`src/exec_params.svh`:
```
`ifndef EXEC_PARAMS_SVH
`define EXEC_PARAMS_SVH

// Data path and address width
`define XLEN 32

// Architectural register index width, 32 registers
`define REG_ADDR_W 5

// Word address width of the data memory, 1024 words
`define DMEM_ADDR_W 10

`endif

```
`src/logic/isa_pkg.sv`:
```
package isa_pkg;

  typedef enum logic [3:0] {
    alu_add,
    alu_sub,
    alu_and,
    alu_or,
    alu_xor,
    alu_slt,          // Signed less than
    alu_sltu,         // Unsigned less than
    alu_sll,
    alu_srl,
    alu_sra,
    alu_pass_src2     // LU12I style, second operand straight through
  } alu_op_e;

  typedef enum logic [1:0] {
    src_reg,
    src_pc,
    src_imm,
    src_four          // Link value pc + 4
  } src_sel_e;

  typedef enum logic [2:0] {
    br_none,
    br_beq,
    br_bne,
    br_blt,
    br_bge,
    br_bltu,
    br_bgeu,
    br_jump           // Always taken
  } br_type_e;

  // Load codes sit between the store codes
  typedef enum logic [2:0] {
    mem_none  = 3'd0,
    mem_st_w  = 3'd1,
    mem_ld_w  = 3'd2,
    mem_ld_b  = 3'd3,
    mem_ld_bu = 3'd4,
    mem_ld_h  = 3'd5,
    mem_st_b  = 3'd6,
    mem_st_h  = 3'd7
  } mem_type_e;

  function automatic logic is_store(mem_type_e t);
    return t inside {mem_st_w, mem_st_b, mem_st_h};
  endfunction

  function automatic logic is_load(mem_type_e t);
    return t inside {mem_ld_w, mem_ld_b, mem_ld_bu, mem_ld_h};
  endfunction

endpackage

```
`src/logic/pipe_pkg.sv`:
```
`include "exec_params.svh"

package pipe_pkg;

  // One issued instruction as it enters EX
  typedef struct packed {
    logic [`XLEN-1:0]       pc;
    logic [`XLEN-1:0]       imm;          // Already sign extended by decode
    logic [`XLEN-1:0]       rdata1;       // Register file values, before forwarding
    logic [`XLEN-1:0]       rdata2;
    logic [`REG_ADDR_W-1:0] raddr1;
    logic [`REG_ADDR_W-1:0] raddr2;
    isa_pkg::src_sel_e      src1_sel;
    isa_pkg::src_sel_e      src2_sel;
    isa_pkg::alu_op_e       alu_op;
    isa_pkg::br_type_e      br_type;
    logic                   br_pred;      // 1 means predicted taken
    logic                   rf_we;
    logic [`REG_ADDR_W-1:0] rf_waddr;
    isa_pkg::mem_type_e     mem_type;
  } issue_slot_t;

  // Register write leaving MEM or WB
  typedef struct packed {
    logic                   we;
    logic [`REG_ADDR_W-1:0] waddr;
    logic [`XLEN-1:0]       wdata;
  } wb_slot_t;

  // Byte enabled write into the data memory
  typedef struct packed {
    logic [3:0]              byte_en;
    logic [`DMEM_ADDR_W-1:0] addr;       // Word address
    logic [`XLEN-1:0]        wdata;      // Already shifted to its byte lanes
  } store_req_t;

endpackage

```
`src/logic/store_align.sv`:
```
`timescale 1ns/10ps
`include "exec_params.svh"

module store_align (
  input  isa_pkg::mem_type_e   mem_type_a,
  input  isa_pkg::mem_type_e   mem_type_b,
  input  logic [`XLEN-1:0]     alu_a,
  input  logic [`XLEN-1:0]     alu_b,
  input  logic [`XLEN-1:0]     store_data_a,
  input  logic [`XLEN-1:0]     store_data_b,
  input  logic                 br_a,
  output pipe_pkg::store_req_t store,
  output logic [`DMEM_ADDR_W-1:0] rd_addr
);

  logic               st_a;
  logic               st_b;
  isa_pkg::mem_type_e st_type;
  logic [`XLEN-1:0]   st_addr;
  logic [`XLEN-1:0]   st_data;

  assign st_a    = isa_pkg::is_store(mem_type_a);
  assign st_b    = isa_pkg::is_store(mem_type_b) && !br_a;   // Squashed by lane a
  assign st_type = st_a ? mem_type_a : mem_type_b;           // At most one store per cycle
  assign st_addr = st_a ? alu_a : alu_b;
  assign st_data = st_a ? store_data_a : store_data_b;

  always_comb begin
    store.addr    = st_addr[`DMEM_ADDR_W+1:2];
    store.byte_en = 4'b0000;
    store.wdata   = st_data;
    if (st_a || st_b) begin
      case (st_type)
        isa_pkg::mem_st_b: begin
          store.byte_en = 4'b0001 << st_addr[1:0];           // Little endian lane
          store.wdata   = st_data << {st_addr[1:0], 3'b000};
        end
        isa_pkg::mem_st_h: begin
          store.byte_en = st_addr[1] ? 4'b1100 : 4'b0011;
          store.wdata   = st_addr[1] ? st_data << 16 : st_data;
        end
        isa_pkg::mem_st_w: store.byte_en = 4'b1111;
        default: store.byte_en = 4'b0000;
      endcase
    end
  end

  // Only lane b loads
  assign rd_addr = alu_b[`DMEM_ADDR_W+1:2];

endmodule

```
`config.mk`:
```
export PLATFORM = sky130hd
export DESIGN_NAME = store_align
export DESIGN_NICKNAME = d
export VERILOG_FILES = /design/src/logic/isa_pkg.sv /design/src/logic/pipe_pkg.sv /design/src/logic/store_align.sv
export VERILOG_INCLUDE_DIRS = /design/src
export SDC_FILE = /design/constraint.sdc
export NUM_CORES = 1
export LEC_CHECK = 0
export ABC_AREA = 1
export BUFFER_PORTS_ARGS = -buffer_cell sky130_fd_sc_hd__buf_2
export CORE_UTILIZATION = 40
export DETAILED_ROUTE_END_ITERATION = 16
export PLACE_DENSITY = 0.82
export SYNTH_ARGS = -nofsm -noshare
export SYNTH_HDL_FRONTEND = slang
export SYNTH_SLANG_ARGS = --single-unit
```
`constraint.sdc`:
```
create_clock -name vclk -period 3.15
set_input_delay 0.4725 -clock vclk [all_inputs]
set_output_delay 0.4725 -clock vclk [all_outputs]
set_load 0.005 [all_outputs]
```
Word level (Yosys, flattened, before mapping)
Cells that the tools add are included.

Equal/unequal tests: 9. Shift operators: 2. Mux-type cells: 9. Reduce and logical (&&, ||, !) cells: 5.

Operators with widths (count): two-way mux 32 bit (3); one-hot mux 32 bit (2 select lines) (1); << shifter 32 x 5 -> 32 bit (1); equality test 3 bit (second input constant) (6); two-way mux 12 bit (1); one-hot mux 4 bit (3 select lines) (1); equality test 3 x 1 -> 1 bit (second input constant) (3); two-way mux 4 bit (2); nonzero test 3 bit (2); << shifter 1 x 2 -> 4 bit (first input constant) (1); two-way mux 3 bit (1); logical AND 1 bit (1); logical NOT 1 bit (1); logical OR 1 bit (1).

Bits in registers: 0. Input bits: 135. Output and inout port bits: 56. Word-level logic and storage cells: 25.

Longest topological paths before layout
Depth after elaboration: 6. Depth in mapped cells: 14. Gate-level depth less buffers: 12.

Worst setup path after synthesis
Ideal clock, no wire load.

Path type: input -> output. Start: input mem_type_a[2]. End: output store[32] (netlist name). Data arrival time: 1.597 ns. Data required time: 2.677 ns. Slack: 1.080 ns. Stages on the path: 7. Path buffers: 3. Cell sequence: inv_2 nand3_4 nand2_2 buf_6 buf_2 buf_2 mux2_2.

RTL lines: from (decl) (line store_align.sv:5) `input isa_pkg::mem_type_e mem_type_a,`; to (decl) (line store_align.sv:12) `output pipe_pkg::store_req_t store,`.

==> impl_metrics.csv <==
group,metric,value,unit
sta,hold_viol,0,
floorplan,die_w,79.3,µm
cts,post_cts_buffers,0,
logic_synthesis,synth.cell_area,0.00239,mm²
logic_synthesis,yosys.area.top_type_share,35.3,%
logic_synthesis,syn_inst,493,
finish,multi_input_area,0.00191,mm²
global_route,grtUsageTotal,26.4,%
sta,tightest_slew,425,ps
power,power_density,185,mW/mm²
setup_path,crit_family,"buffers and inverters",
setup_path,crit_buf_inv,6,
sta,finalCriticalPeriod,2740,ps
place,place_inst,689,
setup_path,crit_path_end_kind,"output port",
finish,syn2layout_area_growth,28.4,%
sta,finalSetupViolCount,0,
logic_synthesis,avgSynthCellArea,4.85,µm²
place,io_buffers,151,
place,dp_hpwl,6660,µm
sta,relSlewSlack,71.5,%
routing,avgRoutedWirePerCell,12.3,µm
hold_path,min_path_type,"input pin to output port",
run,drv.max_cap_violation_count,0,
logic_synthesis,synthMuxAreaShare,4.71,%
finish,regArea,0,µm²
logic_synthesis,synth.distinct_cells,27,
setup_path,slowest_stage,"o21ai_4",
sta,final.setup.tns,0,ps
logic_synthesis,synth_most_common_cell,"nand2_1",
floorplan,initial_core_util,42.4,%
sta,fmax,365,MHz
setup_path,worstPathArrival,2270,ps
floorplan,dieHeight,79.3,µm
logic_synthesis,synth_area_leaders,"nand2_1, nand3_1, inv_1",
logic_synthesis,netlist_top_cells_count,"nand2_1, nand3_1, inv_1, a21oi_1, nand3b_1",
setup_path,slowest_delay,360,ps
routing,wl,8500,µm
setup_path,required,2680,ps
routing,drc,0,
global_route,first_global_vias,2946,
floorplan,die-area,0.00629,mm²
power,ir_worst_vdd,82.0,µV
logic_synthesis,yosysWarnings,0,
finish,flops_and_latches,0,
global_route,grt_overflow,0,
floorplan,rows,27,
global_route,grt_max_degree,31,
setup_path,worstSetupStartpointType,"input pin",
logic_synthesis,seq_area_frac_synth,0,%
global_route,antenna_found_initial,0,
routing,via_per_inst,5.01,
sta,rsz0062_at_grt,"no",
setup_path,path_cells,"buf_2 -> inv_2 -> nand3_4 -> buf_4 -> o21ai_4 -> nor2_8 -> inv_2 -> o21ai_4 -> inv_4 -> o21ai_1 -> buf_2",
cts,cts_hold_buf,0,
logic_synthesis,syn_nets,628,
floorplan,num_io_pins,191,
place,place_congestion,0.879,
logic_synthesis,synthAdderAreaFrac,0,%
logic_synthesis,synth_top_family_by_area,"simple AND/OR/NAND/NOR gates",
floorplan,coreArea,0.00564,mm²
setup_path,critPathKind,"input pin to output port",
routing,num_vias,3452,
logic_synthesis,synth_xor_area_share,0,%
cts,cts_resized,0,
finish,fin_nets,754,
outcome,status,"finished, final reports clean",
routing,antenna_left,0,
logic_synthesis,yosysTopAreaCell,"nand2_1",
finish,instances_no_fill,689,
logic_synthesis,yosys.area_share.simple,64.2,%
global_route,grt_pass1_wl,13600,µm
routing,firstDrtPassIters,5,
finish,clock_buffers,0,
finish,fin_util,54.4,%
finish,antenna_cells,0,
finish,fill_cells,614,
sta,final-max-slew-violation-count,0,
routing,drt_iter0_markers,200,
setup_path,crit_path_max_fanout,24,
sta,fin_crit_sh,87.0,%
power,p_leak,0.00197,µW
logic_synthesis,synth-compound-area-share,11.2,%
finish,drive_above_1_share,31.9,%
## report_power, final
part / internal (µW) / total (µW) / leakage, µW / switching, µW
logic: 229 / 569 / 0.00197 / 340
clock network: 0 / 0 / 0 / 0
registers: 0 / 0 / 0 / 0
## per-stage QoR
stage	setup slack (ps)	cell area (µm²)	hold slack, ps	power [µW]
detailed placement	452	3070	1130	564
global route	248	3070	1130	637
CTS	449	3070	1130	566
global placement	465	3070	1120	556
floorplan	1080	2390	1030	373
finish	408	3070	1120	569
## final timing paths
kind	startpoint	to	depth (start not counted)
max	mem_type_a[2]	store[9]	11
min	alu_b[8]	rd_addr[6]	2
## kinds of logic (layout without fill, tap and decap cells)
| logic type | Yosys count | count (layout) |
|---|---|---|
| mux | 10 | 10 |
| buf+inv | 98 | 222 |
| compound gates | 43 | 43 |
| simple gates | 342 | 342 |
## layer usage
layer	up-vias	GRT usage [%]	wire length (µm)
met1	1503	37.5	3980
met2	161	44.8	3870
li1	1784	-	-
met5	-	0	0
met4	0	2.73	49
met3	4	1.38	593
## layout make-up
| class | instances | share of cell area (%) |
|---|---|---|
| inverter | 61 | 7.62 |
| multi-input combinational | 395 | 62.4 |
| tap | 72 | 2.94 |
| timing repair buffer | 161 | 27.1 |
## layout by cell type (no fill, tap or decap), drive strengths merged
cell and instances:
buf 161, o21ai 11, nand3 74, mux2 10
nor2 16, a21oi 30, a31oi 2, inv 61
nand2 232, nor3 1, nand3b 18, or2 1
Note: power is estimated with default switching activity, not from simulation.
