### config.mk
export PLATFORM = sky130hd
export DESIGN_NAME = branch_resolve
export DESIGN_NICKNAME = d
export VERILOG_FILES = /design/src/logic/isa_pkg.sv /design/src/logic/pipe_pkg.sv /design/src/logic/branch_resolve.sv
export VERILOG_INCLUDE_DIRS = /design/src
export SDC_FILE = /design/constraint.sdc
export NUM_CORES = 1
export LEC_CHECK = 0
export ABC_AREA = 1
export CAP_MARGIN = 20
export CORE_AREA = 2 2 187 189
export DETAILED_ROUTE_END_ITERATION = 8
export DIE_AREA = 0 0 189 191
export DONT_BUFFER_PORTS = 1
export PLACE_DENSITY_LB_ADDON = 0.1
export SETUP_SLACK_MARGIN = 0.2
export SLEW_MARGIN = 20
export SYNTH_ARGS = -nofsm -noshare
export SYNTH_HDL_FRONTEND = slang
export SYNTH_SLANG_ARGS = --single-unit
### constraint.sdc
create_clock -name vclk -period 4.9
set_clock_uncertainty 0.1 [all_clocks]
set_input_delay 0.735 -clock vclk [all_inputs]
set_output_delay 0.735 -clock vclk [all_outputs]
set_load 0.02 [all_outputs]
### src/exec_params.svh
`ifndef EXEC_PARAMS_SVH
`define EXEC_PARAMS_SVH

// Data path and address width
`define XLEN 32

// Architectural register index width, 32 registers
`define REG_ADDR_W 5

// Word address width of the data memory, 1024 words
`define DMEM_ADDR_W 10

`endif

### src/logic/isa_pkg.sv
package isa_pkg;

  typedef enum logic [3:0] {
    alu_add,
    alu_sub,
    alu_and,
    alu_or,
    alu_xor,
    alu_slt,          // Signed less than
    alu_sltu,         // Unsigned less than
    alu_sll,
    alu_srl,
    alu_sra,
    alu_pass_src2     // LU12I style, second operand straight through
  } alu_op_e;

  typedef enum logic [1:0] {
    src_reg,
    src_pc,
    src_imm,
    src_four          // Link value pc + 4
  } src_sel_e;

  typedef enum logic [2:0] {
    br_none,
    br_beq,
    br_bne,
    br_blt,
    br_bge,
    br_bltu,
    br_bgeu,
    br_jump           // Always taken
  } br_type_e;

  // Load codes sit between the store codes
  typedef enum logic [2:0] {
    mem_none  = 3'd0,
    mem_st_w  = 3'd1,
    mem_ld_w  = 3'd2,
    mem_ld_b  = 3'd3,
    mem_ld_bu = 3'd4,
    mem_ld_h  = 3'd5,
    mem_st_b  = 3'd6,
    mem_st_h  = 3'd7
  } mem_type_e;

  function automatic logic is_store(mem_type_e t);
    return t inside {mem_st_w, mem_st_b, mem_st_h};
  endfunction

  function automatic logic is_load(mem_type_e t);
    return t inside {mem_ld_w, mem_ld_b, mem_ld_bu, mem_ld_h};
  endfunction

endpackage

### src/logic/pipe_pkg.sv
`include "exec_params.svh"

package pipe_pkg;

  // One issued instruction as it enters EX
  typedef struct packed {
    logic [`XLEN-1:0]       pc;
    logic [`XLEN-1:0]       imm;          // Already sign extended by decode
    logic [`XLEN-1:0]       rdata1;       // Register file values, before forwarding
    logic [`XLEN-1:0]       rdata2;
    logic [`REG_ADDR_W-1:0] raddr1;
    logic [`REG_ADDR_W-1:0] raddr2;
    isa_pkg::src_sel_e      src1_sel;
    isa_pkg::src_sel_e      src2_sel;
    isa_pkg::alu_op_e       alu_op;
    isa_pkg::br_type_e      br_type;
    logic                   br_pred;      // 1 means predicted taken
    logic                   rf_we;
    logic [`REG_ADDR_W-1:0] rf_waddr;
    isa_pkg::mem_type_e     mem_type;
  } issue_slot_t;

  // Register write leaving MEM or WB
  typedef struct packed {
    logic                   we;
    logic [`REG_ADDR_W-1:0] waddr;
    logic [`XLEN-1:0]       wdata;
  } wb_slot_t;

  // Byte enabled write into the data memory
  typedef struct packed {
    logic [3:0]              byte_en;
    logic [`DMEM_ADDR_W-1:0] addr;       // Word address
    logic [`XLEN-1:0]        wdata;      // Already shifted to its byte lanes
  } store_req_t;

endpackage

### src/logic/branch_resolve.sv
`timescale 1ns/10ps
`include "exec_params.svh"

module branch_resolve (
  input  pipe_pkg::issue_slot_t slot_a,
  input  pipe_pkg::issue_slot_t slot_b,
  input  logic [`XLEN-1:0]      opnd_a1,
  input  logic [`XLEN-1:0]      opnd_a2,
  input  logic [`XLEN-1:0]      opnd_b1,
  input  logic [`XLEN-1:0]      opnd_b2,
  output logic                  br_a,
  output logic                  redirect,
  output logic [`XLEN-1:0]      redirect_pc
);

  logic             taken_a;
  logic             taken_b;
  logic             mis_a;
  logic             mis_b;
  logic [`XLEN-1:0] tgt_a;
  logic [`XLEN-1:0] tgt_b;

  function automatic logic br_taken(
    input isa_pkg::br_type_e t,
    input logic [`XLEN-1:0]  x,
    input logic [`XLEN-1:0]  y
  );
    case (t)
      isa_pkg::br_beq:  return x == y;
      isa_pkg::br_bne:  return x != y;
      isa_pkg::br_blt:  return $signed(x) < $signed(y);
      isa_pkg::br_bge:  return $signed(x) >= $signed(y);
      isa_pkg::br_bltu: return x < y;
      isa_pkg::br_bgeu: return x >= y;
      isa_pkg::br_jump: return 1'b1;
      default:          return 1'b0;
    endcase
  endfunction

  assign taken_a = br_taken(slot_a.br_type, opnd_a1, opnd_a2);
  assign taken_b = br_taken(slot_b.br_type, opnd_b1, opnd_b2);

  // Front end does not know the target, so a taken branch always redirects
  assign mis_a = taken_a | slot_a.br_pred;
  assign mis_b = taken_b | slot_b.br_pred;

  assign tgt_a = taken_a ? slot_a.pc + slot_a.imm : slot_a.pc + `XLEN'd4;
  assign tgt_b = taken_b ? slot_b.pc + slot_b.imm : slot_b.pc + `XLEN'd4;

  assign br_a        = mis_a;
  assign redirect    = mis_a | mis_b;
  assign redirect_pc = mis_a ? tgt_a : tgt_b;   // Older lane first

endmodule

## After elaboration in Yosys (flattened, before gate mapping)

Cells that the tools add are included.
Widths: inputs -> output; s select.

- $add $sub $neg: 4
- Order comparisons: 8
- Equality and inequality tests: 18
- Muxes and demuxes: 5
- Bitwise gates (word level): 3

Operators by type and width:

| kind | count |
|---|---|
| $ge 32x32->1 | 4 |
| $lt 32x32->1 | 4 |
| $mux 32 | 3 |
| $add 32x3->32 const B | 2 |
| $add 32x32->32 | 2 |
| $eq 32x32->1 | 2 |
| $ne 32x32->1 | 2 |
| $eq 3x3->1 const B | 8 |
| $pmux 1 s7 | 2 |
| $eq 3x2->1 const B | 4 |
| $eq 3x1->1 const B | 2 |
| $or 1x1->1 | 3 |

- Register bits after elaboration: 0
- Input port bits: 446
- Output and inout bits: 34
- Logic and storage cells: 38

## Depth between registers and ports, before layout

- Depth in word-level cells: 4
- Depth in mapped cells: 22
- Gate-level depth less buffers: 21

## Least setup slack after synthesis

No wires, ideal clock.

- Path kind: input-to-output
- From: in slot_a[95] in the netlist's numbering
- To: out redirect_pc[20]
- Data arrival time: 2.704 ns
- Data required time: 4.065 ns
- Slack: 1.361 ns
- Cell stages on the path: 13
- Path buffers: 0
- Cell sequence: ha_1 inv_1 fa_1 o21ai_0 a21oi_1 o21ai_0 nand2_1 a31oi_1 inv_1 nand2_1 nand3_1 nand2_1 nand2_1

- Word-level cells in the longest chain between the ends: 3

Ends and longest elaborated chain:

| what | RTL line | RTL |
|---|---|---|
| start: declaration | branch_resolve.sv:5 | `input pipe_pkg::issue_slot_t slot_a,` |
| $add 32x32->32 | branch_resolve.sv:47 | `` assign tgt_a = taken_a ? slot_a.pc + slot_a.imm : slot_a.pc + `XLEN'd4; `` |
| $mux 32 | branch_resolve.sv:47 |  |
| $mux 32 | branch_resolve.sv:52 | `assign redirect_pc = mis_a ? tgt_a : tgt_b;` |
| end: declaration | branch_resolve.sv:13 | `` output logic [`XLEN-1:0] redirect_pc `` |

Every way passes these cells.

## Worst setup path after layout

- From: in opnd_a2[31]
- To: out redirect_pc[11]

- Word-level cells in the longest chain between the ends: 4
- Elaborated cells between the ends (all ways): 10
- Classes of those cells: 4 x order compare; 2 x eq/ne; 3 x mux; 1 x bitwise

Ends and longest elaborated chain:

| what | RTL line | RTL |
|---|---|---|
| start: declaration | branch_resolve.sv:8 | `` input logic [`XLEN-1:0] opnd_a2, `` |
| $ge 32x32->1, or another cell as far along | branch_resolve.sv:34 | `isa_pkg::br_bgeu: return x >= y;` |
| $pmux 1 s7 (*) | branch_resolve.sv:28 | `case (t)` |
| $or 1x1->1 (*) | branch_resolve.sv:44 | `assign mis_a = taken_a \| slot_a.br_pred;` |
| via br_a | branch_resolve.sv:11 | `output logic br_a,` |
| $mux 32 (*) | branch_resolve.sv:52 |  |

The timed path passes the listed nets; every way through them passes the cells marked *.

==> results.json <==
{
  "vias": 9077,
  "synthesis.area_um2": 8260,
  "number_of_nets_with_antenna_violations_after_routing": 0,
  "run_status": "complete, no violations",
  "leakagePower_nw": 4.77,
  "floorplan.core_area_um2": 34100,
  "share_clk_of_total_power_pct": 0,
  "top_signal_layer_used": "met4",
  "std_cell_rows": 68,
  "stdcell_area_um2": 8750,
  "sequential_cell_area_in_the_final_layout_um2": 0,
  "tns_ns": 0,
  "synth.largest_area_cell": "nand2_1",
  "synth.mux.area_fraction_pct": 0,
  "gpl.final_weighted_congestion": 0.894,
  "dpl_wire_length_um": 29000,
  "fin_nets": 2084,
  "synth_common_cells": "434 x nand2_1, 256 x inv_1, 166 x nand3_1",
  "power.ir.vdd_worst_uv": 37.5,
  "sw_frac_of_total_pct": 67.9,
  "cts_resized": 0,
  "ys.warnings.count": 0,
  "cts_hold_repair.buffers": 0,
  "worstSetupStartpointType": "input pin",
  "max_clock_freq_ghz": 0.234,
  "drt-wirelength-per-cell_um": 16.4,
  "first_global_vias": 9254,
  "critical_path.slowest_cell": "nand3_2",
  "design.seq.count": 0,
  "worst_hold_path_type": "input pin to output port",
  "finalCritPeriodShare_pct": 87.3,
  "arrival_ns": 3.44,
  "count_of_antenna_diodes_in_the_layout": 0,
  "dieArea_um2": 36100,
  "post_synth_inst_count": 1522,
  "number_of_detailed_route_iterations_in_the_first_pass": 5,
  "comb_power_share_pct": 100.0,
  "switchingPower_w": 0.000735,
  "signed_area_change_from_the_synthesized_netlist_to_the_final_layout_pct": 5.89,
  "grt_start_max_net_pins": 34,
  "worst_slew_pin_slew_ns": 0.761,
  "yosysUniqueCellTypes": 37,
  "wl_met3_um": 1690,
  "design.portCount": 480,
  "timing.max_cap.violations": 0,
  "numPortBuffers": 0,
  "viasPerCell": 4.63,
  "timing.slew.headroom_pct": 49.3,
  "cts_setup_buffers": 0,
  "cpPeakStageDelay_ns": 0.49,
  "yosys.area_share.simple_pct": 43.2,
  "synth_area_leaders": "nand2_1 20%, ha_1 19%, inv_1 12%, nand3_1 10%, xor2_1 6.3%",
  "worst-setup-path-type": "input pin to output port",
  "synth.most_common_cell": "nand2_1",
  "drt-total-wl_um": 32200,
  "synth_adder_area_share_pct": 19.9,
  "syn-num-nets": 2098,
  "die-width_um": 189,
  "effective_utilization_at_floorplan_pct": 24.2,
  "clock_buffer_cells": 0,
  "syn_avg_cell_area_um2": 5.43,
  "timing.critical_path.fanout_max": 23,
  "fraction_of_final_layout_cells_sized_beyond_drive_strength_1_pct": 1.79,
  "worst-endpoint-required_ns": 4.07,
  "finalWorstPathRequiredPeriod_ns": 4.28,
  "timing.critical_path.max_delay_family": "simple AND/OR/NAND/NOR gates",
  "synthesized_area_fraction_occupied_by_ao_oa_aoi_and_oai_cells_pct": 13.2,
  "crit_path_cell_trace": "inv_1 -> ha_1 -> a21oi_1 -> o21a_1 -> nand2_1 -> nor2_1 -> nand3_1 -> nand3_2 -> inv_1 -> nor2_4 -> nand3_2 -> nand3_1 -> nand2_1",
  "post-route-drc-count": 0,
  "cp-end-kind": "output port",
  "grt_usage_pct": 17.0,
  "chipHeight_um": 191,
  "met2WireLength_um": 14900,
  "m1WireLength_um": 15000,
  "pd_cells_nw_per_um2": 124,
  "timing_hold_violations_final": 0,
  "drv_slew": 0,
  "drt_iter0_drc": 409,
  "post_synth_xor_area_fraction_pct": 10.4,
  "fraction_of_synthesized_cell_area_taken_by_the_top_area_cell_type_pct": 19.7,
  "grt_first_pass_wirelength_um": 49100,
  "grt_antenna_before_repair": 0,
  "seq_area_frac_synth_pct": 0,
  "largest_family_of_logic_cells_by_synthesized_area": "simple AND/OR/NAND/NOR gates",
  "power.internal_w": 0.000348,
  "final_core_util_pct": 25.6,
  "cp_num_buf_inv": 2,
  "placed_cell_area_um2": 8750,
  "globalRouteOverflowTotal": 0,
  "rsz0062_at_grt": "false",
  "fill_cells": 4020,
  "finalSetupViolCount": 0,
  "seqPwrFrac_pct": 0
}
logic make-up (layout without fill, tap and decap cells):
| logic type | Yosys count | count (layout) |
|---|---|---|
| AND/OR/NAND/NOR | 820 | 820 |
| XOR/XNOR | 98 | 98 |
| AO/OA/AOI/OAI | 194 | 194 |
| adder cells (fa/ha/maj) | 130 | 130 |
| buffers and inverters | 280 | 264 |
per-stage QoR:
| step | hold WS, ns | total power (W) | std cells | worst slack, ns |
|---|---|---|---|---|
| 5_1_grt | 1.57 | 0.00123 | 1961 | 0.267 |
| 4_1_cts | 1.56 | 0.00110 | 1961 | 0.575 |
| 6_report | 1.56 | 0.00108 | 1961 | 0.624 |
| 3_5_place_dp | 1.56 | 0.00109 | 1961 | 0.586 |
| 3_3_place_gp | 1.56 | 0.00110 | 1961 | 0.574 |
| 2_1_floorplan | 1.55 | 0.000828 | 1522 | 1.36 |
power by group through the flow:
stage	combinational, W	clock [W]	sequential [W]
4_1_cts	0.00110	0	0
5_1_grt	0.00123	0	0
3_5_place_dp	0.00109	0	0
6_report	0.00108	0	0
2_1_floorplan	0.000828	0	0
3_3_place_gp	0.00110	0	0
final timing paths:
kind | start | end | slack, ns | depth (start not counted)
max | opnd_a2[31] | redirect_pc[11] | 0.62 | 13
min | slot_b[9] | redirect | 1.56 | 2
layout make-up:
cell class / count / area [um2] / area share [%]
Tap cell: 455 / 569 / 6.51
Timing Repair Buffer: 8 / 60.1 / 0.687
Inverter: 256 / 961 / 11.0
Multi-Input combinational cell: 1242 / 7160 / 81.8
cell usage in the layout (no fill, tap or decap), types with 2 or more instances in the layout:
cell,n
o21ai_0,48
a21o_1,16
a211oi_1,2
nand3_2,3
nor2_4,2
nor2_2,5
and3_1,3
ha_1,128
o21ai_1,2
fa_1,2
o21a_1,6
o21bai_1,7
nand2_2,3
xor2_1,59
nand3b_1,8
nand3_1,166
a31oi_1,9
inv_1,256
buf_4,8
nor3_1,32
nor3_2,3
a21oi_1,93
xnor2_1,39
a21boi_0,7
nor2_1,119
nand4_1,33
nor4_1,6
nand2_1,434
o211ai_1,2
routing by layer:
layer,up-vias,global-route usage (%)
li1,4922,-
met2,198,30.0
met3,22,2.94
met5,-,0
met4,0,2.67
met1,3935,22.0
Note: power is estimated with default switching activity, not from simulation.
