`config.mk`:
```
export PLATFORM = sky130hd
export DESIGN_NAME = operand_forward
export DESIGN_NICKNAME = d
export VERILOG_FILES = /design/src/logic/isa_pkg.sv /design/src/logic/pipe_pkg.sv /design/src/logic/operand_forward.sv
export VERILOG_INCLUDE_DIRS = /design/src
export SDC_FILE = /design/constraint.sdc
export NUM_CORES = 1
export LEC_CHECK = 0
export ABC_AREA = 1
export BUFFER_PORTS_ARGS = -buffer_cell sky130_fd_sc_hd__clkbuf_2
export CELL_PAD_IN_SITES_DETAIL_PLACEMENT = 1
export CELL_PAD_IN_SITES_GLOBAL_PLACEMENT = 2
export CORE_AREA = 4 4 229 231
export DETAILED_ROUTE_END_ITERATION = 16
export DIE_AREA = 0 0 233 235
export GPL_ROUTABILITY_DRIVEN = 0
export GPL_TIMING_DRIVEN = 0
export PLACE_DENSITY_LB_ADDON = 0.25
export SLEW_MARGIN = 0
export SYNTH_ARGS = -nofsm -noshare
export SYNTH_HDL_FRONTEND = slang
export SYNTH_SLANG_ARGS = --single-unit
export TNS_END_PERCENT = 20
```
`constraint.sdc`:
```
create_clock -name vclk -period 1.6
set_input_delay 0.08 -clock vclk [all_inputs]
set_output_delay 0.08 -clock vclk [all_outputs]
set_load 0.005 [all_outputs]
```
`src/exec_params.svh`:
```
`ifndef EXEC_PARAMS_SVH
`define EXEC_PARAMS_SVH

// Data path and address width
`define XLEN 32

// Architectural register index width, 32 registers
`define REG_ADDR_W 5

// Word address width of the data memory, 1024 words
`define DMEM_ADDR_W 10

`endif

```
`src/logic/isa_pkg.sv`:
```
package isa_pkg;

  typedef enum logic [3:0] {
    alu_add,
    alu_sub,
    alu_and,
    alu_or,
    alu_xor,
    alu_slt,          // Signed less than
    alu_sltu,         // Unsigned less than
    alu_sll,
    alu_srl,
    alu_sra,
    alu_pass_src2     // LU12I style, second operand straight through
  } alu_op_e;

  typedef enum logic [1:0] {
    src_reg,
    src_pc,
    src_imm,
    src_four          // Link value pc + 4
  } src_sel_e;

  typedef enum logic [2:0] {
    br_none,
    br_beq,
    br_bne,
    br_blt,
    br_bge,
    br_bltu,
    br_bgeu,
    br_jump           // Always taken
  } br_type_e;

  // Load codes sit between the store codes
  typedef enum logic [2:0] {
    mem_none  = 3'd0,
    mem_st_w  = 3'd1,
    mem_ld_w  = 3'd2,
    mem_ld_b  = 3'd3,
    mem_ld_bu = 3'd4,
    mem_ld_h  = 3'd5,
    mem_st_b  = 3'd6,
    mem_st_h  = 3'd7
  } mem_type_e;

  function automatic logic is_store(mem_type_e t);
    return t inside {mem_st_w, mem_st_b, mem_st_h};
  endfunction

  function automatic logic is_load(mem_type_e t);
    return t inside {mem_ld_w, mem_ld_b, mem_ld_bu, mem_ld_h};
  endfunction

endpackage

```
`src/logic/pipe_pkg.sv`:
```
`include "exec_params.svh"

package pipe_pkg;

  // One issued instruction as it enters EX
  typedef struct packed {
    logic [`XLEN-1:0]       pc;
    logic [`XLEN-1:0]       imm;          // Already sign extended by decode
    logic [`XLEN-1:0]       rdata1;       // Register file values, before forwarding
    logic [`XLEN-1:0]       rdata2;
    logic [`REG_ADDR_W-1:0] raddr1;
    logic [`REG_ADDR_W-1:0] raddr2;
    isa_pkg::src_sel_e      src1_sel;
    isa_pkg::src_sel_e      src2_sel;
    isa_pkg::alu_op_e       alu_op;
    isa_pkg::br_type_e      br_type;
    logic                   br_pred;      // 1 means predicted taken
    logic                   rf_we;
    logic [`REG_ADDR_W-1:0] rf_waddr;
    isa_pkg::mem_type_e     mem_type;
  } issue_slot_t;

  // Register write leaving MEM or WB
  typedef struct packed {
    logic                   we;
    logic [`REG_ADDR_W-1:0] waddr;
    logic [`XLEN-1:0]       wdata;
  } wb_slot_t;

  // Byte enabled write into the data memory
  typedef struct packed {
    logic [3:0]              byte_en;
    logic [`DMEM_ADDR_W-1:0] addr;       // Word address
    logic [`XLEN-1:0]        wdata;      // Already shifted to its byte lanes
  } store_req_t;

endpackage

```
`src/logic/operand_forward.sv`:
```
`timescale 1ns/10ps
`include "exec_params.svh"

module operand_forward (
  input  pipe_pkg::issue_slot_t slot_a,
  input  pipe_pkg::issue_slot_t slot_b,
  input  pipe_pkg::wb_slot_t    mem_a,
  input  pipe_pkg::wb_slot_t    mem_b,
  input  pipe_pkg::wb_slot_t    wb_a,
  input  pipe_pkg::wb_slot_t    wb_b,
  output logic [`XLEN-1:0]      opnd_a1,
  output logic [`XLEN-1:0]      opnd_a2,
  output logic [`XLEN-1:0]      opnd_b1,
  output logic [`XLEN-1:0]      opnd_b2
);

  // Youngest producer wins, lane b is younger than lane a within a stage
  function automatic logic [`XLEN-1:0] fwd_value(
    input logic [`REG_ADDR_W-1:0] raddr,
    input logic [`XLEN-1:0]       rdata,
    input pipe_pkg::wb_slot_t     m_a,
    input pipe_pkg::wb_slot_t     m_b,
    input pipe_pkg::wb_slot_t     w_a,
    input pipe_pkg::wb_slot_t     w_b
  );
    if (raddr == '0)
      return '0;                                   // r0 is hardwired zero
    if (m_b.we && m_b.waddr == raddr)
      return m_b.wdata;
    if (m_a.we && m_a.waddr == raddr)
      return m_a.wdata;
    if (w_b.we && w_b.waddr == raddr)
      return w_b.wdata;
    if (w_a.we && w_a.waddr == raddr)
      return w_a.wdata;
    return rdata;
  endfunction

  assign opnd_a1 = fwd_value(slot_a.raddr1, slot_a.rdata1, mem_a, mem_b, wb_a, wb_b);
  assign opnd_a2 = fwd_value(slot_a.raddr2, slot_a.rdata2, mem_a, mem_b, wb_a, wb_b);
  assign opnd_b1 = fwd_value(slot_b.raddr1, slot_b.rdata1, mem_a, mem_b, wb_a, wb_b);
  assign opnd_b2 = fwd_value(slot_b.raddr2, slot_b.rdata2, mem_a, mem_b, wb_a, wb_b);

endmodule

```
# Yosys cells after proc, flatten, opt, wreduce, memory -nomap -nowiden
# Index checks and enable logic that the tools add are counted.
# word_totals
reg_bits	0
in_bits	470
out_inout_bits	128
word_cells	136
# op_classes
n_eq_ne	16
mux	100
n_reduce_logical	20
# op_table
cell	count
$mux 32	40
$eq 5x5->1	16
$mux 1	60
$logic_not 5->1	4
$logic_and 1x1->1	16

# Depth between registers and ports, before layout
# Gate-level depths: netlist of run 1.
# depth
ltp_word	18
mapped_depth	11
mapped_depth_nobuf	9

# Worst setup path after synthesis of run 1
# No wires, ideal clock.
# synth_timing
path_type	input -> output
start	in mem_b[34] in the netlist's numbering
end	out opnd_a1[10]
arrival_ps	1148
required_time_ps	1520
slack_ps	372
stages	7
n_path_buf	2
cell_sequence	clkbuf_1 > xnor2_1 > nand4_1 > nor2_4 > buf_2 > a21oi_1 > a21oi_1
# synth_between
elab_chain_len	11
word_cells_on_any_way	13
classes_between	eq/ne: 1; mux: 11; reduce/logical: 1
# synth_rtl
element	line	source
from (decl)	operand_forward.sv:8	input pipe_pkg::wb_slot_t mem_b,
$eq 5x5->1 (*)	operand_forward.sv:28	if (m_b.we && m_b.waddr == raddr)
$logic_and 1x1->1 (*)	operand_forward.sv:28	
$mux 32	operand_forward.sv:28	
$mux 32	operand_forward.sv:30	if (m_a.we && m_a.waddr == raddr)
$mux 32	operand_forward.sv:32	if (w_b.we && w_b.waddr == raddr)
$mux 32	operand_forward.sv:34	if (w_a.we && w_a.waddr == raddr)
$mux 32	operand_forward.sv:36	return rdata;
$mux 32	operand_forward.sv:34	
$mux 32	operand_forward.sv:32	
$mux 32 (*)	operand_forward.sv:30	
$mux 32 (*)	operand_forward.sv:28	
to (decl)	operand_forward.sv:11	output logic [`XLEN-1:0] opnd_a1,
# Every way passes the cells marked *; elsewhere a longest branch is shown, timed or not. The select of a mux whose other input is x is not followed.

# Worst setup path in the final report of run 1
# layout_timing
start	in wb_a[35] in the netlist's numbering
end	out opnd_a1[28]
# layout_between
elab_chain_len	12
word_cells_on_any_way	13
classes_between	eq/ne: 1; mux: 11; reduce/logical: 1
# layout_rtl
element	line	source
from (decl)	operand_forward.sv:9	input pipe_pkg::wb_slot_t wb_a,
$eq 5x5->1 (*)	operand_forward.sv:34	
$logic_and 1x1->1 (*)	operand_forward.sv:34	
$mux 1 (2 in series)	operand_forward.sv:34	
$mux 1	operand_forward.sv:32	
$mux 1	operand_forward.sv:30	
$mux 1	operand_forward.sv:28	
$mux 32 (*)	operand_forward.sv:36	
$mux 32 (*)	operand_forward.sv:34	
$mux 32 (*)	operand_forward.sv:32	
$mux 32 (*)	operand_forward.sv:30	
$mux 32 (*)	operand_forward.sv:28	
# Marked as above.

==> flow_summary_export.csv, run 1 <==
group,metric,value,unit
run_status,status,"finished with violations",
run_status,violations,"setup timing",
floorplanning,core,50100,um2
timing,worst_slew_pin_slew,0.473,ns
timing,setup_slack,-0.0774,ns
yosys,synthMuxAreaShare,0,%
layout,fin_cells,2945,
placed_design,port_buffers,417,
drt,viasPerCell,4.93,
critical_path,critPathLaunchType,"input pin",
floorplanning,chipWidth,233,um
yosys,synth_warnings,0,
yosys,synthTopCellsByArea,"nand2_1, nand3_1, nor2_1, a21oi_1, a21oi_2",
critical_path,critPathArrivalTime,1.60,ns
global_routing,grtUsageTotal,24.1,%
layout,syn2layout_area_growth,98.9,%
timing,maxSlewHeadroom,68.5,%
placed_design,dp.cells,2845,
layout,utilization,31.9,%
drt,drt-pass1-iter-count,5,
power,vdd_drop_max,0.164,mV
layout,design.seq.count,0,
timing,tns,-2.22,ns
power,p_leak,8.19,nW
yosys,synth-simple-area-share,64.6,%
timing,rsz0062_at_grt,"yes",
yosys,avgSynthCellArea,4.58,um2
floorplanning,dieHeight,235,um
global_routing,grt_pass1_vias,15128,
yosys,synth_top_area_share,30.9,%
layout,final_common_cell,"nand2_1",
global_routing,antenna_found_initial,7,
yosys,yosysUniqueCellTypes,23,
clock_tree,ctsHoldBuffers,0,
floorplanning,dieArea,54800,um2
layout,fin_nets,2742,
power,cellPowerDensity,268,nW/um2
timing,min_period,1.68,ns
yosys,seq_area_frac_synth,0,%
min_path,hp-start,"slot_b[33]",
critical_path,critPathMaxFanout,8,
global_routing,grt_overflow_total,0,
drt,drc_errors,0,
yosys,synth_fp_nets,2226,
drt,ant_nets,0,
yosys,synth_area,8040,um2
timing,min_period_over_period,105,%
placed_design,dp_hpwl,55.7,mm
yosys,netlist_instances,1756,
critical_path,path_class,"in -> out",
yosys,yosys.area.top_type,"nand2_1",
power,total_power,4.28,mW
global_routing,grt_max_degree,11,
layout,mostFrequentLayoutCells,"nand2_1, clkbuf_2, nor2_1, a21oi_2, nand3_1",
yosys,synth_compound_area_share,20.5,%
yosys,synth_adder_area_share,0,%
critical_path,path_cells,"clkbuf_16, buf_8, a21oi_2, nand2_2, nor2_4, buf_12, clkbuf_16, nand3_2, nand3_2, nand2_1, a21oi_2, clkbuf_2",
layout,regArea,0,um2
timing,hold_slack,0.585,ns
critical_path,crit_slowest_cell,"buf_12",
timing,fmax,596,MHz
global_routing,grt_pass1_wl,100,mm
yosys,synth_xor_area_share,1.74,%
critical_path,required,1.52,ns
yosys,synth_top_family_by_area,"simple AND/OR/NAND/NOR gates",
timing,final_max_slew_viol_count,0,
drt,drt_iter0_drc,973,
drt,routedWlPerCell,24.6,um
layout,clkbuf_count,0,
critical_path,end_kind,"output pin",
critical_path,critPathLaunch,"wb_a[35]",
floorplanning,io_pins,598,
job,max_cap_violations,0,
floorplanning,initial_core_util,16.1,%
critical_path,crit_path_max_incr_delay,0.20,ns
drt,via_count,14507,
timing,hold_viol,0,
drt,drt-total-wl,72.5,mm
layout,drive_above_1_share,54.1,%
floorplanning,rows,82,
min_path,hold_class,"in -> out",
timing,finalSetupViolCount,82,
per-stage QoR:
stage	setup WS (ns)	area, um2
global placement	-1.28	11000
floorplan	0.372	8040
detailed placement	-1.26	11000
finish	-0.0774	16000
global route	-0.139	16000
CTS	-0.0699	14000
worst max-delay path, delay by kind of cell:
kind / cells / cell delay (ns)
AO/OA/AOI/OAI: 2 / 0.28
AND/OR/NAND/NOR: 5 / 0.45
buffers and inverters: 5 / 0.78
cells in the mapped netlist:
cell	n
o21ai_1	7
buf_12	3
nand4_2	1
nand3_2	6
clkbuf_1	14
nor2_8	1
nor2_1	279
nor2_4	7
buf_6	3
nand3_1	270
inv_2	21
nand2_1	661
a21oi_1	207
inv_1	58
buf_2	86
xnor2_1	16
nand4_1	11
buf_4	23
nor3_1	4
nor2_2	8
clkbuf_2	3
a21oi_2	64
o21ai_0	3
where the power goes:
part | leakage, nW | switching, mW | internal [mW]
Combinational | 8.19 | 2.51 | 1.77
Sequential | 0 | 0 | 0
Clock | 0.0000190 | 0 | 0.000000251
layer usage:
metal  share of wire, %  global-route usage (%)
met1                 45                    32.8
met2                 47                    40.3
met3                6.2                    3.59
met4                2.3                    5.16
met5              0.066                       0
cell type report:
| cell class | count | area (um2) |
|---|---|---|
| plain buffers | 127 | 1530 |
| fillers | 6482 | 34100 |
| diodes | 3 | 7.51 |
| repair buffers | 519 | 4020 |
| well taps | 672 | 841 |
| inverters | 79 | 457 |
| multi-input cells | 1545 | 9140 |
what timing repair did:
action,CTS,global route
endpoints found under the setup margin,128,128
cloned,11,20
buffers inserted,68,5
pin swaps,140,199
gates resized for setup,577,488
cells by family after synthesis:
family | count (synthesis)
and+or+nand+nor | 1248
AOI/OAI and AO/OA | 281
buffers and inverters | 211
xor gates and xnor gates | 16
path summary, 6_finish.rpt:
kind | slack [ns] | depth (start not counted) | to
setup / recovery | -0.08 | 12 | opnd_a1[28]
hold / removal | 0.58 | 6 | opnd_b2[2]
(Power assumes the default switching activity.)
==> inputs of run 2 (changes only) <==
RECOVER_POWER = 50   (was unset)
TNS_END_PERCENT = 10   (was 20)
==> flow_summary_export.csv, run 2 (same netlist as run 1, synthesis figures left out) <==
group,metric,value,unit
run_status,status,"finished with violations",
run_status,violations,"setup timing",
min_path,hp-start,"slot_a[63]",
power,power_frac_clock,0,%
critical_path,critPathMaxFanout,8,
floorplanning,io_pins,598,
job,max_cap_violations,0,
floorplanning,initial_core_util,16.1,%
timing,min_period_over_period,104,%
power,cellPowerDensity,269,nW/um2
power,net-switching-power,2.41,mW
critical_path,crit_family,"buffers and inverters",
global_routing,grt_pass1_vias,15042,
drt,drt-pass1-iter-count,5,
critical_path,path_cells,"clkbuf_16, buf_8, a21oi_2, nand2_2, nor2_4, buf_12, buf_8, nand3_2, nand3_2, nand2_1, a21oi_2, buf_2",
critical_path,crit_slowest_cell,"a21oi_2",
drt,drc_errors,0,
timing,min_period,1.66,ns
timing,worst_slew_pin_slew,0.483,ns
power,power_frac_comb,100.0,%
min_path,min_to,"opnd_a1[0]",
drt,ant_nets,0,
layout,fin_nets,2733,
layout,regArea,0,um2
critical_path,critPathArrivalTime,1.58,ns
layout,fin_area,15200,um2
floorplanning,core,50100,um2
drt,drt_iter0_drc,888,
power,p_seq_share,0,%
min_path,hold_class,"in -> out",
drt,via_count,14225,
timing,finalSetupViolCount,97,
drt,routedWlPerCell,24.2,um
power,p_leak,7.96,nW
power,p_int,1.68,mW
critical_path,crit_path_max_incr_delay,0.21,ns
clock_tree,ctsHoldBuffers,0,
floorplanning,dieArea,54800,um2
min_path,hold_depth,6,
critical_path,end_kind,"output pin",
timing,hold_viol,0,
timing,hold_slack,0.593,ns
drt,viasPerCell,4.85,
layout,mostFrequentLayoutCells,"nand2_1, clkbuf_2, nor2_1, nand3_1, a21oi_2",
placed_design,dp_hpwl,55.7,mm
layout,drive_above_1_share,50.9,%
timing,final_max_slew_viol_count,0,
layout,syn2layout_area_growth,89.1,%
critical_path,required,1.52,ns
global_routing,grtUsageTotal,24.1,%
power,vdd_drop_max,0.153,mV
drt,drt-total-wl,71.1,mm
global_routing,grt_pass1_wl,100,mm
global_routing,grt_overflow_total,0,
timing,rsz0062_at_grt,"yes",
floorplanning,rows,82,
layout,clkbuf_count,0,
global_routing,antenna_found_initial,7,
timing,maxSlewHeadroom,67.8,%
timing,setup_slack,-0.0625,ns
floorplanning,dieHeight,235,um
global_routing,grt_max_degree,11,
timing,fmax,602,MHz
power,switching_share,58.9,%
layout,design.seq.count,0,
floorplanning,chipWidth,233,um
layout,final_common_cell,"nand2_1",
critical_path,cp.buffers_inverters,5,
critical_path,critPathLaunchType,"input pin",
critical_path,path_class,"in -> out",
placed_design,placed_area,11000,um2
placed_design,port_buffers,417,
run 2: changes by cell type in the layout (fill, tap and decap cells not counted), moves of 8 or more:
cell       delta
nand2_4      -11
clkbuf_2      +8
nand3_1      +30
clkbuf_16     -8
nand2_1      +27
nand3_2      -21
nand3_4       -9
buf_4        +10
buf_2         -8
buf_8        -10
buf_6         -8
nand2_2      -16
run 2: routing by layer:
layer | vias to the layer above | global-route usage, % | routed length (um)
li1 | 6706 | - | -
met1 | 6940 | 32.6 | 32100
met2 | 498 | 40.6 | 33100
met3 | 73 | 3.66 | 4360
met4 | 8 | 4.40 | 1500
met5 | - | 0 | 55
run 2: how the worst max path moves through the flow:
stage / from / endpoint / slack [ns] / cells after the start
finish: wb_a[35] / opnd_a1[6] / -0.06 / 12
global route: slot_a[25] / opnd_a2[10] / -0.14 / 12
CTS: wb_a[35] / opnd_a2[8] / -0.07 / 12
detailed placement: slot_a[27] / opnd_a1[21] / -1.26 / 12
global placement: slot_a[29] / opnd_a1[20] / -1.28 / 11
floorplan: mem_b[34] / opnd_a1[10] / 0.37 / 7
run 2: area by class of cell:
cell class         count  area [um2]
multi-input cells   1545        8690
plain buffers        127        1470
inverters             79         399
diodes                 3        7.51
fillers             6568       34900
repair buffers       510        3800
well taps            672         841
run 2: timing repair:
action	CTS	global route
setup endpoints to repair	128	128
gates cloned	11	12
setup buffers	67	3
pin swaps	129	142
resized for setup	543	358
run 2: power by group through the flow:
stage / sequential (mW) / clock [mW] / combinational (mW)
6_report: 0 / 0.000000251 / 4.09
2_1_floorplan: 0 / 0 / 1.37
3_3_place_gp: 0 / 0 / 3.06
5_1_grt: 0 / 0 / 4.35
3_5_place_dp: 0 / 0 / 3.08
4_1_cts: 0 / 0 / 3.80
run 2: metrics by stage:
stage	std cells	setup slack, ns	util (%)	power, mW	setup TNS, ns
after floorplan	1756	0.372	-	1.37	0
after global placement	2845	-1.28	21.9	3.06	-108.44
after detailed placement	2845	-1.26	21.9	3.08	-106.42
after CTS	2919	-0.0699	27.8	3.80	-4.10
after global routing	2933	-0.135	30.3	4.35	-10.11
final	2936	-0.0625	30.4	4.09	-2.35
==> inputs of run 3 (changes only) <==
ABC_AREA = unset   (was 1)
CORE_AREA = 4 4 231 233   (was 4 4 229 231)
DIE_AREA = 0 0 235 237   (was 0 0 233 235)
GPL_TIMING_DRIVEN = unset   (was 0)
==> flow_summary_export.csv, run 3 <==
group,metric,value,unit
run_status,status,"finished with violations",
timing,rsz0062_at_grt,"yes",
power,power_frac_comb,100.0,%
critical_path,critPathMaxFanout,9,
layout,clkbuf_count,0,
timing,final_max_slew_viol_count,0,
power,p_seq_share,0,%
placed_design,dp.cells,2529,
layout,regArea,0,um2
floorplanning,dieHeight,237,um
layout,design.seq.count,0,
critical_path,required,1.52,ns
power,p_int,1.91,mW
timing,worst_slew_pin_slew,0.600,ns
yosys,netlist_instances,1350,
layout,drive_above_1_share,46.3,%
job,max_cap_violations,0,
layout,final_common_cell,"clkbuf_2",
timing,setup_slack,-0.457,ns
timing,fmax,486,MHz
critical_path,path_cells,"buf_2, xor2_2, nor4_4, buf_12, buf_4, a21boi_0, o311ai_1, a21oi_1, clkbuf_2",
floorplanning,initial_core_util,15.8,%
critical_path,path_class,"in -> out",
global_routing,grt_overflow_total,0,
yosys,synth_fp_nets,1820,
power,cellPowerDensity,298,nW/um2
drt,viasPerCell,5.52,
critical_path,critPathLaunchType,"input pin",
drt,drt-pass1-iter-count,5,
floorplanning,dieArea,55700,um2
yosys,avgSynthCellArea,5.98,um2
timing,min_period,2.06,ns
run_status,violations,"setup timing",
drt,via_count,14144,
floorplanning,rows,83,
placed_design,pre_cts_slack,-0.613,ns
power,p_leak,6.30,nW
timing,min_period_over_period,129,%
layout,syn2layout_area_growth,82.6,%
power,net-switching-power,2.48,mW
timing,hold_slack,0.610,ns
yosys,seq_area_frac_synth,0,%
yosys,synthTopCellsByArea,"a21oi_1, a21boi_0, o311ai_1, and3_1, xor2_1",
floorplanning,core,51200,um2
timing,maxSlewHeadroom,60.0,%
critical_path,crit_path_max_incr_delay,0.40,ns
global_routing,grt_max_degree,36,
global_routing,grtUsageTotal,25.6,%
layout,fin_cells,2561,
drt,drc_errors,0,
yosys,synth_top_area_share,11.9,%
drt,drt-total-wl,78.3,mm
global_routing,antenna_found_initial,24,
drt,drt_iter0_drc,1386,
placed_design,dp_hpwl,60.1,mm
timing,finalSetupViolCount,128,
min_path,min_to,"opnd_b2[23]",
power,power_frac_clock,0,%
min_path,hold_depth,4,
critical_path,critPathLaunch,"slot_b[24]",
yosys,yosys.area.top_type,"a21oi_1",
timing,hold_viol,0,
yosys,yosysUniqueCellTypes,36,
drt,ant_nets,0,
yosys,synth_commonest_cells,"a21oi_1, a21boi_0, clkbuf_1",
layout,n_fill_cell,6325,
yosys,synth_warnings,0,
critical_path,crit_slowest_cell,"o311ai_1",
min_path,hp-start,"mem_a[23]",
power,switching_share,56.6,%
min_path,hold_class,"in -> out",
drt,routedWlPerCell,30.6,um
critical_path,end_kind,"output pin",
yosys,synth_area,8070,um2
yosys,yosys.cell_count.top_type,"a21oi_1",
global_routing,grt_pass1_wl,107,mm
placed_design,port_buffers,428,
floorplanning,io_pins,598,
critical_path,critPathArrivalTime,1.98,ns
layout,fin_nets,2350,
floorplanning,chipWidth,235,um
layout,mostFrequentLayoutCells,"clkbuf_2, buf_4, a21oi_1, a21boi_0, nand2_1",
global_routing,grt_pass1_vias,14448,
power,vdd_drop_max,0.165,mV
[run 3: routing by layer]
layer,global-route usage [%],share of wire (%)
met5,0,0.30
met4,6.86,3.2
met1,35.8,44
met3,5.40,8.5
met2,39.8,44
[run 3: stage by stage]
stage	power (mW)	area, um2	TNS [ns]	utilization, %
6_report	4.39	14700	-41.56	28.8
5_1_grt	4.60	14700	-50.28	28.8
4_1_cts	4.12	14000	-39.30	27.3
3_5_place_dp	3.90	13100	-51.89	25.7
3_3_place_gp	3.87	13100	-50.95	25.7
2_1_floorplan	1.52	8070	-0.759	-
[run 3: cell type report]
class	count	area [um2]	share of cell area, %
Antenna cell	3	7.51	0.0509
Timing Repair Buffer	717	5600	38.0
Inverter	32	120	0.815
Multi-Input combinational cell	1129	8150	55.3
Tap cell	680	851	5.77
[run 3: how the worst max path moves through the flow]
stage | end | cells after the start
after floorplan | opnd_a2[10] | 9
after global placement | opnd_a2[0] | 10
after detailed placement | opnd_a1[2] | 9
after CTS | opnd_b2[2] | 10
after global routing | opnd_a2[18] | 11
final | opnd_b2[15] | 9
[run 3: timing repair]
item	4_1_cts	5_1_grt
hold buffers	0	0
setup endpoints to repair	128	128
resized for setup	155	156
gates cloned	2	4
setup buffers	14	12
pin swaps	116	60
[run 3: power groups by stage]
stage                     Sequential, mW   Clock [mW]  Combinational (mW)
after global routing                   0  0.000000169                4.60
after global placement                 0            0                3.87
after CTS                              0            0                4.12
final                                  0  0.000000162                4.39
after floorplan                        0            0                1.52
after detailed placement               0            0                3.90
[run 3: critical path, delay by kind of cell]
kind / cells / cell delay [ns]
AO/OA/AOI/OAI: 3 / 0.69
buffers and inverters: 4 / 0.66
XOR/XNOR: 1 / 0.17
AND/OR/NAND/NOR: 1 / 0.37
[run 3: kinds of logic after synthesis]
kind of cell,Yosys count,synth area share [%]
buf+inv,221,11.7
simple gates,407,27.8
xor+xnor,81,8.79
compound gates,641,51.7
